**src/fix_gen_pkg.sv**
```systemverilog
// generator hardware constants
// word widths for tags, values and byte counts
// field indices in message order, plus the skip point
// for messages without the logon-only fields

`default_nettype none

package fix_gen_pkg;

	// value word holds up to 8 ascii bytes, right-aligned
	localparam int VALUE_W = 64;
	localparam int TAG_W   = 32;
	localparam int SIZE_W  = 4;
	localparam int FIELD_W = 4;

	// field indices, numbered in the order they go on the wire
	localparam logic [FIELD_W-1:0] FLD_BEGIN_STRING   = 4'd0;
	localparam logic [FIELD_W-1:0] FLD_BODY_LENGTH    = 4'd1;
	localparam logic [FIELD_W-1:0] FLD_MSG_TYPE       = 4'd2;
	localparam logic [FIELD_W-1:0] FLD_MSG_SEQ_NUM    = 4'd3;
	localparam logic [FIELD_W-1:0] FLD_SENDER_COMP_ID = 4'd4;
	localparam logic [FIELD_W-1:0] FLD_SENDING_TIME   = 4'd5;
	localparam logic [FIELD_W-1:0] FLD_TARGET_COMP_ID = 4'd6;
	localparam logic [FIELD_W-1:0] FLD_ENCRYPT_METHOD = 4'd7;
	localparam logic [FIELD_W-1:0] FLD_HEART_BT_INT   = 4'd8;
	localparam logic [FIELD_W-1:0] FLD_CHECKSUM       = 4'd9;

	// last field shared by all types, heartbeat and logout jump
	// from here straight to checksum
	localparam logic [FIELD_W-1:0] FLD_LAST_COMMON = FLD_TARGET_COMP_ID;

endpackage

`default_nettype wire

```
**src/fix_proto_pkg.sv**
```systemverilog
// fix protocol constants
// tag strings and their byte counts
// begin string and encrypt method values
// one-hot message type codes and their msgtype strings

`default_nettype none

package fix_proto_pkg;

	import fix_gen_pkg::*;

	// tags as ascii digits, right-aligned, upper bytes zero
	localparam logic [TAG_W-1:0] TAG_BEGIN_STRING   = "8";
	localparam logic [TAG_W-1:0] TAG_BODY_LENGTH    = "9";
	localparam logic [TAG_W-1:0] TAG_MSG_TYPE       = "35";
	localparam logic [TAG_W-1:0] TAG_MSG_SEQ_NUM    = "34";
	localparam logic [TAG_W-1:0] TAG_SENDER_COMP_ID = "49";
	localparam logic [TAG_W-1:0] TAG_SENDING_TIME   = "52";
	localparam logic [TAG_W-1:0] TAG_TARGET_COMP_ID = "56";
	localparam logic [TAG_W-1:0] TAG_ENCRYPT_METHOD = "98";
	localparam logic [TAG_W-1:0] TAG_HEART_BT_INT   = "108";
	localparam logic [TAG_W-1:0] TAG_CHECKSUM       = "10";

	// tag byte counts
	localparam logic [SIZE_W-1:0] TAG_LEN_BEGIN_STRING   = 4'd1;
	localparam logic [SIZE_W-1:0] TAG_LEN_BODY_LENGTH    = 4'd1;
	localparam logic [SIZE_W-1:0] TAG_LEN_MSG_TYPE       = 4'd2;
	localparam logic [SIZE_W-1:0] TAG_LEN_MSG_SEQ_NUM    = 4'd2;
	localparam logic [SIZE_W-1:0] TAG_LEN_SENDER_COMP_ID = 4'd2;
	localparam logic [SIZE_W-1:0] TAG_LEN_SENDING_TIME   = 4'd2;
	localparam logic [SIZE_W-1:0] TAG_LEN_TARGET_COMP_ID = 4'd2;
	localparam logic [SIZE_W-1:0] TAG_LEN_ENCRYPT_METHOD = 4'd2;
	localparam logic [SIZE_W-1:0] TAG_LEN_HEART_BT_INT   = 4'd3;
	localparam logic [SIZE_W-1:0] TAG_LEN_CHECKSUM       = 4'd2;

	// fixed values
	localparam logic [VALUE_W-1:0] BEGIN_STRING_VAL   = "FIX.4.2";
	localparam logic [SIZE_W-1:0]  BEGIN_STRING_LEN   = 4'd7;
	localparam logic [VALUE_W-1:0] ENCRYPT_METHOD_VAL = "0";
	localparam logic [SIZE_W-1:0]  ENCRYPT_METHOD_LEN = 4'd1;

	// one-hot session message types
	localparam int MSG_TYPE_W = 4;
	localparam logic [MSG_TYPE_W-1:0] MSG_LOGON     = 4'b0001;
	localparam logic [MSG_TYPE_W-1:0] MSG_HEARTBEAT = 4'b0010;
	localparam logic [MSG_TYPE_W-1:0] MSG_LOGOUT    = 4'b0100;

	// msgtype (35) value strings, all one byte
	localparam logic [VALUE_W-1:0] MSGTYPE_VAL_LOGON     = "A";
	localparam logic [VALUE_W-1:0] MSGTYPE_VAL_HEARTBEAT = "0";
	localparam logic [VALUE_W-1:0] MSGTYPE_VAL_LOGOUT    = "5";
	localparam logic [SIZE_W-1:0]  MSGTYPE_LEN           = 4'd1;

endpackage

`default_nettype wire

```
**src/field_sequencer.sv**
```systemverilog
// field sequencer of the fix session message generator
// walks the field list for logon, heartbeat and logout,
// one tag or value token per step, stalled by the fifo
// full flag and by the bodylength and seqnum ready inputs

`default_nettype none

module field_sequencer (
	input  wire                                  clk,
	input  wire                                  rst,
	input  wire                                  start_i,
	input  wire [fix_proto_pkg::MSG_TYPE_W-1:0]  msg_type_i,
	input  wire                                  fifo_full_i,
	input  wire                                  body_len_ready_i,
	input  wire                                  seq_ready_i,
	output logic                                 step_o,
	output logic [fix_gen_pkg::FIELD_W-1:0]      field_o,
	output logic                                 is_tag_o,
	output logic                                 last_o,
	output logic [fix_proto_pkg::MSG_TYPE_W-1:0] msg_type_o,
	output logic                                 busy_o
);

	import fix_gen_pkg::*;
	import fix_proto_pkg::*;

	logic                  busy_q;
	logic [FIELD_W-1:0]    field_q;
	logic                  tag_phase_q;
	logic [MSG_TYPE_W-1:0] msg_type_q;

	logic                  type_ok;
	logic                  start_ok;
	logic                  src_ready;
	logic [FIELD_W-1:0]    field_next;

	// only the three session types are accepted
	assign type_ok = (msg_type_i == MSG_LOGON) ||
		(msg_type_i == MSG_HEARTBEAT) ||
		(msg_type_i == MSG_LOGOUT);

	// start is ignored while a message is in flight
	assign start_ok = start_i && !busy_q && type_ok;

	// value tokens of bodylength and seqnum wait for their sources
	always_comb begin
		src_ready = 1'b1;
		if (!tag_phase_q) begin
			if (field_q == FLD_BODY_LENGTH)
				src_ready = body_len_ready_i;
			else if (field_q == FLD_MSG_SEQ_NUM)
				src_ready = seq_ready_i;
		end
	end

	// one token per cycle while the fifo has room
	assign step_o = busy_q && !fifo_full_i && src_ready;

	// heartbeat and logout skip encryptmethod and heartbtint
	always_comb begin
		if (msg_type_q != MSG_LOGON && field_q == FLD_LAST_COMMON)
			field_next = FLD_CHECKSUM;
		else
			field_next = field_q + 1'b1;
	end

	always_ff @(posedge clk) begin
		if (rst) begin
			busy_q      <= 1'b0;
			field_q     <= FLD_BEGIN_STRING;
			tag_phase_q <= 1'b1;
		end else if (start_ok) begin
			busy_q      <= 1'b1;
			field_q     <= FLD_BEGIN_STRING;
			tag_phase_q <= 1'b1;
		end else if (step_o) begin
			if (tag_phase_q) begin
				// checksum goes out as a tag only, value is added downstream
				if (field_q == FLD_CHECKSUM)
					busy_q <= 1'b0;
				else
					tag_phase_q <= 1'b0;
			end else begin
				tag_phase_q <= 1'b1;
				field_q     <= field_next;
			end
		end
	end

	// type held for the whole message
	always_ff @(posedge clk) begin
		if (start_ok)
			msg_type_q <= msg_type_i;
	end

	assign field_o    = field_q;
	assign is_tag_o   = tag_phase_q;
	assign last_o     = tag_phase_q && (field_q == FLD_CHECKSUM);
	assign msg_type_o = msg_type_q;
	assign busy_o     = busy_q;

endmodule

`default_nettype wire

```
**src/field_encoder.sv**
```systemverilog
// field encoder, output register stage
// maps field index and tag/value phase to token data and size,
// registered on each step from the sequencer

`default_nettype none

module field_encoder (
	input  wire                                 clk,
	input  wire                                 rst,
	input  wire                                 step_i,
	input  wire [fix_gen_pkg::FIELD_W-1:0]      field_i,
	input  wire                                 is_tag_i,
	input  wire                                 last_i,
	input  wire [fix_proto_pkg::MSG_TYPE_W-1:0] msg_type_i,
	input  wire [fix_gen_pkg::VALUE_W-1:0]      body_len_i,
	input  wire [fix_gen_pkg::SIZE_W-1:0]       body_len_size_i,
	input  wire [fix_gen_pkg::VALUE_W-1:0]      seq_num_i,
	input  wire [fix_gen_pkg::SIZE_W-1:0]       seq_num_size_i,
	input  wire [fix_gen_pkg::VALUE_W-1:0]      sender_id_i,
	input  wire [fix_gen_pkg::SIZE_W-1:0]       sender_id_size_i,
	input  wire [fix_gen_pkg::VALUE_W-1:0]      target_id_i,
	input  wire [fix_gen_pkg::SIZE_W-1:0]       target_id_size_i,
	input  wire [fix_gen_pkg::VALUE_W-1:0]      send_time_i,
	input  wire [fix_gen_pkg::SIZE_W-1:0]       send_time_size_i,
	input  wire [fix_gen_pkg::VALUE_W-1:0]      heart_bt_i,
	input  wire [fix_gen_pkg::SIZE_W-1:0]       heart_bt_size_i,
	output logic                                tok_valid_o,
	output logic                                tok_is_tag_o,
	output logic [fix_gen_pkg::VALUE_W-1:0]     tok_data_o,
	output logic [fix_gen_pkg::SIZE_W-1:0]      tok_size_o,
	output logic                                tok_last_o
);

	import fix_gen_pkg::*;
	import fix_proto_pkg::*;

	logic [TAG_W-1:0]   tag_word;
	logic [SIZE_W-1:0]  tag_len;
	logic [VALUE_W-1:0] val_word;
	logic [SIZE_W-1:0]  val_len;
	logic [VALUE_W-1:0] type_str;

	// msgtype string from the latched one-hot code
	always_comb begin
		case (msg_type_i)
			MSG_LOGON:     type_str = MSGTYPE_VAL_LOGON;
			MSG_HEARTBEAT: type_str = MSGTYPE_VAL_HEARTBEAT;
			MSG_LOGOUT:    type_str = MSGTYPE_VAL_LOGOUT;
			default:       type_str = '0;
		endcase
	end

	// tag lookup
	always_comb begin
		case (field_i)
			FLD_BEGIN_STRING:   {tag_word, tag_len} = {TAG_BEGIN_STRING, TAG_LEN_BEGIN_STRING};
			FLD_BODY_LENGTH:    {tag_word, tag_len} = {TAG_BODY_LENGTH, TAG_LEN_BODY_LENGTH};
			FLD_MSG_TYPE:       {tag_word, tag_len} = {TAG_MSG_TYPE, TAG_LEN_MSG_TYPE};
			FLD_MSG_SEQ_NUM:    {tag_word, tag_len} = {TAG_MSG_SEQ_NUM, TAG_LEN_MSG_SEQ_NUM};
			FLD_SENDER_COMP_ID: {tag_word, tag_len} = {TAG_SENDER_COMP_ID, TAG_LEN_SENDER_COMP_ID};
			FLD_SENDING_TIME:   {tag_word, tag_len} = {TAG_SENDING_TIME, TAG_LEN_SENDING_TIME};
			FLD_TARGET_COMP_ID: {tag_word, tag_len} = {TAG_TARGET_COMP_ID, TAG_LEN_TARGET_COMP_ID};
			FLD_ENCRYPT_METHOD: {tag_word, tag_len} = {TAG_ENCRYPT_METHOD, TAG_LEN_ENCRYPT_METHOD};
			FLD_HEART_BT_INT:   {tag_word, tag_len} = {TAG_HEART_BT_INT, TAG_LEN_HEART_BT_INT};
			default:            {tag_word, tag_len} = {TAG_CHECKSUM, TAG_LEN_CHECKSUM};
		endcase
	end

	// value source, constant or input word
	always_comb begin
		case (field_i)
			FLD_BEGIN_STRING:   {val_word, val_len} = {BEGIN_STRING_VAL, BEGIN_STRING_LEN};
			FLD_BODY_LENGTH:    {val_word, val_len} = {body_len_i, body_len_size_i};
			FLD_MSG_TYPE:       {val_word, val_len} = {type_str, MSGTYPE_LEN};
			FLD_MSG_SEQ_NUM:    {val_word, val_len} = {seq_num_i, seq_num_size_i};
			FLD_SENDER_COMP_ID: {val_word, val_len} = {sender_id_i, sender_id_size_i};
			FLD_SENDING_TIME:   {val_word, val_len} = {send_time_i, send_time_size_i};
			FLD_TARGET_COMP_ID: {val_word, val_len} = {target_id_i, target_id_size_i};
			FLD_ENCRYPT_METHOD: {val_word, val_len} = {ENCRYPT_METHOD_VAL, ENCRYPT_METHOD_LEN};
			FLD_HEART_BT_INT:   {val_word, val_len} = {heart_bt_i, heart_bt_size_i};
			// checksum has no value token here
			default:            {val_word, val_len} = '0;
		endcase
	end

	// valid and last are pulses, one cycle after the step
	always_ff @(posedge clk) begin
		if (rst) begin
			tok_valid_o <= 1'b0;
			tok_last_o  <= 1'b0;
		end else begin
			tok_valid_o <= step_i;
			tok_last_o  <= step_i && last_i;
		end
	end

	always_ff @(posedge clk) begin
		if (step_i) begin
			tok_is_tag_o <= is_tag_i;
			tok_data_o   <= is_tag_i ? VALUE_W'(tag_word) : val_word;
			tok_size_o   <= is_tag_i ? tag_len : val_len;
		end
	end

endmodule

`default_nettype wire

```
**src/fix_msg_builder.sv**
```systemverilog
// top level of the fix session message generator
// field sequencer feeding the token output register stage

`default_nettype none

module fix_msg_builder (
	input  wire                                 clk,
	input  wire                                 rst,
	input  wire                                 start_i,
	input  wire [fix_proto_pkg::MSG_TYPE_W-1:0] msg_type_i,
	input  wire                                 fifo_full_i,
	input  wire                                 body_len_ready_i,
	input  wire                                 seq_ready_i,
	input  wire [fix_gen_pkg::VALUE_W-1:0]      body_len_i,
	input  wire [fix_gen_pkg::SIZE_W-1:0]       body_len_size_i,
	input  wire [fix_gen_pkg::VALUE_W-1:0]      seq_num_i,
	input  wire [fix_gen_pkg::SIZE_W-1:0]       seq_num_size_i,
	input  wire [fix_gen_pkg::VALUE_W-1:0]      sender_id_i,
	input  wire [fix_gen_pkg::SIZE_W-1:0]       sender_id_size_i,
	input  wire [fix_gen_pkg::VALUE_W-1:0]      target_id_i,
	input  wire [fix_gen_pkg::SIZE_W-1:0]       target_id_size_i,
	input  wire [fix_gen_pkg::VALUE_W-1:0]      send_time_i,
	input  wire [fix_gen_pkg::SIZE_W-1:0]       send_time_size_i,
	input  wire [fix_gen_pkg::VALUE_W-1:0]      heart_bt_i,
	input  wire [fix_gen_pkg::SIZE_W-1:0]       heart_bt_size_i,
	output logic                                tok_valid_o,
	output logic                                tok_is_tag_o,
	output logic [fix_gen_pkg::VALUE_W-1:0]     tok_data_o,
	output logic [fix_gen_pkg::SIZE_W-1:0]      tok_size_o,
	output logic                                tok_last_o,
	output logic                                busy_o
);

	import fix_gen_pkg::*;
	import fix_proto_pkg::*;

	// sequencer to encoder
	logic                  step;
	logic [FIELD_W-1:0]    field;
	logic                  is_tag;
	logic                  last;
	logic [MSG_TYPE_W-1:0] msg_type_l;

	field_sequencer field_sequencer_inst (
		.clk              (clk),
		.rst              (rst),
		.start_i          (start_i),
		.msg_type_i       (msg_type_i),
		.fifo_full_i      (fifo_full_i),
		.body_len_ready_i (body_len_ready_i),
		.seq_ready_i      (seq_ready_i),
		.step_o           (step),
		.field_o          (field),
		.is_tag_o         (is_tag),
		.last_o           (last),
		.msg_type_o       (msg_type_l),
		.busy_o           (busy_o)
	);

	field_encoder field_encoder_inst (
		.clk              (clk),
		.rst              (rst),
		.step_i           (step),
		.field_i          (field),
		.is_tag_i         (is_tag),
		.last_i           (last),
		.msg_type_i       (msg_type_l),
		.body_len_i       (body_len_i),
		.body_len_size_i  (body_len_size_i),
		.seq_num_i        (seq_num_i),
		.seq_num_size_i   (seq_num_size_i),
		.sender_id_i      (sender_id_i),
		.sender_id_size_i (sender_id_size_i),
		.target_id_i      (target_id_i),
		.target_id_size_i (target_id_size_i),
		.send_time_i      (send_time_i),
		.send_time_size_i (send_time_size_i),
		.heart_bt_i       (heart_bt_i),
		.heart_bt_size_i  (heart_bt_size_i),
		.tok_valid_o      (tok_valid_o),
		.tok_is_tag_o     (tok_is_tag_o),
		.tok_data_o       (tok_data_o),
		.tok_size_o       (tok_size_o),
		.tok_last_o       (tok_last_o)
	);

endmodule

`default_nettype wire

```
**config.mk**
```make
export PLATFORM = sky130hd
export DESIGN_NAME = fix_msg_builder
export DESIGN_NICKNAME = d
export VERILOG_FILES = /design/src/fix_gen_pkg.sv /design/src/fix_proto_pkg.sv /design/src/field_sequencer.sv /design/src/field_encoder.sv /design/src/fix_msg_builder.sv
export SDC_FILE = /design/constraint.sdc
export NUM_CORES = 1
export LEC_CHECK = 0
export ABC_AREA = 1
export BUFFER_PORTS_ARGS = -buffer_cell sky130_fd_sc_hd__buf_2
export CORE_AREA = 4 4 191 193
export DETAILED_ROUTE_END_ITERATION = 10
export DIE_AREA = 0 0 195 197
export SYNTH_ARGS = -nofsm -noshare
export SYNTH_HDL_FRONTEND = slang
export SYNTH_SLANG_ARGS = --single-unit
```
**constraint.sdc**
```tcl
create_clock -name clk -period 6.72 [get_ports clk]
set_clock_uncertainty 0.1 [all_clocks]
set_input_delay 0.672 -clock clk [delete_from_list [all_inputs] [get_ports clk]]
set_output_delay 0.672 -clock clk [all_outputs]
set_load 0.03 [all_outputs]
```
==> metrics.md <==
| Metric | Value |
|---|---|
| Type of the most critical hold path | register to register |
| DRC violation total after the first TritonRoute iteration | 585 |
| Via count of the first global-routing pass | about 8000 |
| GR Overflow Total | 0 |
| Average wire per standard cell | slightly below 20 µm |
| Clock Sink Count | 92 |
| Multiplexer area fraction after synthesis | 0 |
| DP HPWL | 26.2 mm |
| CTS tree | built |
| Pin count of the biggest net entering global routing | slightly below 70 |
| Total of warnings raised by yosys | 0 |
| Unrepaired setup endpoints after global routing | false |
| Max Cap Violations | 0 |
| Number of storage elements in the synthesis netlist | 92 |
| Category of the most critical setup path | register to register |
| H-Tree Depth | 3 |
| Worst slew margin relative to its limit | 0.400 |
| CTS Root Cell | sky130_fd_sc_hd__clkbuf_16 |
| Post-synthesis net count | ~1300 |
| Total vias in the final route | a little over 8000 |
| Number of detailed-route iterations in the first pass | 5 |
| Count of input and output buffers | 489 |
| Number of antenna violations at the first check in global routing | 2 |
| Insertion delay of the later-clocked pin in the worst-skew pair | 350 ps |
| Final period util | 0.547 |
| Final routed DRC violation total | 0 |
| Adder-cell area share of the yosys netlist | 0.0161 |
| Post-route ant nets | 0 |
| Highest attainable clock frequency | approximately 270 MHz |
| Critical path required time | 6670 ps |
| Number of different library cells in the post-synthesis netlist | 36 |
| Proportion of register bits with asynchronous set or reset after synthesis | 0 |
| Share of layout cells above drive strength 1 | 0.412 |
| Simple-gate share of the synthesized area | 0.339 |
| Clock transition time at the flip-flop clock pins of the worst setup and hold paths | about 70 ps |
| Area of the core | 34500 µm² |
| Main combinational cell family by area after synthesis | simple AND/OR/NAND/NOR gates |
| Fraction of the yosys area taken by sequential cells | 0.414 |
| Cell taking the most area after synthesis | sky130_fd_sc_hd__edfxtp_1 |
| CP arrival | 3620 ps |
| Category of the worst setup path capture point | register |
| CTS-repair resized insts | 0 |
| Count of filler cells inserted in the layout | slightly below 4000 |
| Final critical path time including I/O delays and setup | 3670 ps |
| Count of inserted antenna diode cells | 0 |
| Nets | 1739 |
| Setup fix buffers added after clock tree synthesis | 0 |
| Top area cells in the synthesized netlist | sky130_fd_sc_hd__edfxtp_1 35%, sky130_fd_sc_hd__nand2_1 24%, sky130_fd_sc_hd__dfxtp_1 6.1%, sky130_fd_sc_hd__a41oi_1 5.1%, sky130_fd_sc_hd__a21oi_1 4.4% |
| Die area | 38400 µm² |
| Initial standard-cell utilization of the core | 0.180 |
| Routability congestion estimate | 0.996 |
| Io pins | 490 |
| Slew @ Worst Pin | 899 ps |
| Outcome | finished, final reports clean |
| Global-route usage over all layers | 0.164 |
| Final Hold Viols | 0 |
| Worst vdd rail ir drop | approximately 0.16 mV |
| Complex-gate fraction of the synthesized area | 0.166 |
| Post-route standard cell area excluding fillers | 9440 µm² |
| Top cell type's share of synthesized area | 0.353 |
| Avg Cell Area, Syn | roughly 7.3 µm² |
| Hold buffer count at cts | 0 |
| Number of buffers added by the clock tree synthesis step | 9 |
| Cell area after placement | 9090 µm² |
| Vertical extent of the die | 197 µm |
| Fraction of synthesized cell area in xor and xnor cells | 0 |
| Overall die width | 195 µm |
| First-pass GRT wire length | 48.4 mm |
| Max-slew violation count | 0 |
| Via/cell ratio | 4.59 |
| Total power density per cell area | around 150 nW/µm² |
| Final total negative setup slack | 0 ps |
| Summed instance area of the synthesized netlist | 6210 µm² |
| Leak Pwr | between 4 and 5 nW |
| Post-synth EDFFs | 73 |
| Synth-to-Final Area Change | 51.9% |
| Max FO, Critical Path | 68 |
| Launching element type of the critical path | register |
| Clock tree buffer depth | 2 |
| Most common flop cell mapped by yosys | sky130_fd_sc_hd__edfxtp_1 |
| Post-synthesis cell count | 852 |
| Standard-cell rows | 68 |
| Total wire length | 34.2 mm |
| Final setup violation count | 0 |
registers in the layout, summed over array words and instances (netlist names):
name	flops
field_sequencer_inst.is_tag_o	1
field_encoder_inst.tok_size_o	4
field_sequencer_inst.msg_type_o	4
field_encoder_inst.tok_data_o	64
field_encoder_inst.tok_valid_o	1
field_encoder_inst.tag_len	1
field_encoder_inst.tok_is_tag_o	1
field_encoder_inst.tag_word	10
field_sequencer_inst.busy_o	1
field_sequencer_inst.field_o	4
field_encoder_inst.tok_last_o	1
critical path, stage by stage (launching register included):
cell	delay, ps
sky130_fd_sc_hd__dfxtp_1	430
sky130_fd_sc_hd__inv_1	90
sky130_fd_sc_hd__ha_1	230
sky130_fd_sc_hd__inv_1	150
sky130_fd_sc_hd__nor2_8	50
sky130_fd_sc_hd__buf_4	390
sky130_fd_sc_hd__nand2_2	190
sky130_fd_sc_hd__nand2_4	90
sky130_fd_sc_hd__o21ai_0	420
sky130_fd_sc_hd__clkinv_2	640
sky130_fd_sc_hd__buf_4	520
metal layers:
| metal | GRT usage | wire length, µm | up-vias |
|---|---|---|---|
| met3 | 0.0397 | 3020 | 41 |
| met2 | 0.289 | 17200 | 459 |
| met4 | 0.0411 | 616 | 0 |
| met1 | 0.202 | 13300 | 3805 |
| met5 | 0 | 0 | - |
| li1 | - | - | 3841 |
Yosys cell counts, types with 5 or more instances:
cell type / count
sky130_fd_sc_hd__a21oi_1: 54
sky130_fd_sc_hd__inv_2: 6
sky130_fd_sc_hd__nand3_1: 41
sky130_fd_sc_hd__nand4_1: 20
sky130_fd_sc_hd__dfxtp_1: 19
sky130_fd_sc_hd__clkbuf_1: 15
sky130_fd_sc_hd__a41oi_1: 36
sky130_fd_sc_hd__nor2_1: 26
sky130_fd_sc_hd__a221oi_1: 11
sky130_fd_sc_hd__a211oi_1: 11
sky130_fd_sc_hd__inv_1: 34
sky130_fd_sc_hd__nand2_1: 389
sky130_fd_sc_hd__and3_1: 8
sky130_fd_sc_hd__a22o_1: 7
sky130_fd_sc_hd__nand2_2: 5
sky130_fd_sc_hd__edfxtp_1: 73
sky130_fd_sc_hd__ha_1: 8
sky130_fd_sc_hd__buf_2: 34
sky130_fd_sc_hd__o21ai_0: 30
kinds of logic (layout without fill, tap and decap cells):
kind of cell             Yosys count  count (layout)
flip-flops                        92              92
AO/OA/AOI/OAI                    157             157
adder cells (fa/ha/maj)            8               8
buffers and inverters             94             560
AND/OR/NAND/NOR                  501             501
cell usage in the layout (no fill, tap or decap), types with 11 or more instances in the layout:
master | Yosys | final
sky130_fd_sc_hd__dfxtp_1 | 19 | 19
sky130_fd_sc_hd__edfxtp_1 | 73 | 73
sky130_fd_sc_hd__a41oi_1 | 36 | 36
sky130_fd_sc_hd__nand2_1 | 389 | 389
sky130_fd_sc_hd__inv_1 | 34 | 33
sky130_fd_sc_hd__nor2_1 | 26 | 26
sky130_fd_sc_hd__buf_2 | 34 | 489
sky130_fd_sc_hd__nand4_1 | 20 | 20
sky130_fd_sc_hd__a21oi_1 | 54 | 54
sky130_fd_sc_hd__o21ai_0 | 30 | 30
sky130_fd_sc_hd__nand3_1 | 41 | 41
sky130_fd_sc_hd__buf_4 | 2 | 12
sky130_fd_sc_hd__a221oi_1 | 11 | 11
sky130_fd_sc_hd__a211oi_1 | 11 | 11
cell type report:
cell class	count	area, µm²	share of cell area
timing repair buffer	501	2540	0.269
tap	455	569	0.0603
clock buffer	10	250	0.0265
multi-input combinational	666	3250	0.345
sequential	92	2570	0.273
inverter	43	164	0.0174
clock inverter	6	91.3	0.00968
power breakdown:
| part | internal, mW | switching, mW |
|---|---|---|
| sequential | 0.618 | 0.00271 |
| clock | 0.353 | 0.244 |
| combinational | 0.0956 | 0.0823 |
| total | 1.07 | 0.329 |
path summary, 6_finish.rpt:
kind / start / end / slack [ps] / cells past startpoint
worst min-delay path: field_sequencer_inst.busy_o$_SDFFE_PP0P_ / field_sequencer_inst.busy_o$_SDFFE_PP0P_ / 410 / 2
worst min register to register: field_sequencer_inst.busy_o$_SDFFE_PP0P_ / field_sequencer_inst.busy_o$_SDFFE_PP0P_ / 410 / 2
worst max-delay path: field_sequencer_inst.field_o[1]$_SDFFE_PP0N_ / field_encoder_inst.tok_is_tag_o$_DFFE_PP_ / 3050 / 10
worst max register to register: field_sequencer_inst.field_o[1]$_SDFFE_PP0N_ / field_encoder_inst.tok_is_tag_o$_DFFE_PP_ / 3050 / 10
per-stage QoR:
stage               instances  power [mW]  setup WS (ps)   util  hold slack, ps
floorplan                 852       0.668           3620      -             303
global placement         1757       0.810           3070  0.263             388
detailed placement       1757       0.811           3020  0.263             387
CTS                      1773        1.42           3010  0.273             387
global route             1773        1.46           2810  0.273             395
finish                   1773        1.40           3050  0.273             406
(Power assumes the default switching activity.)
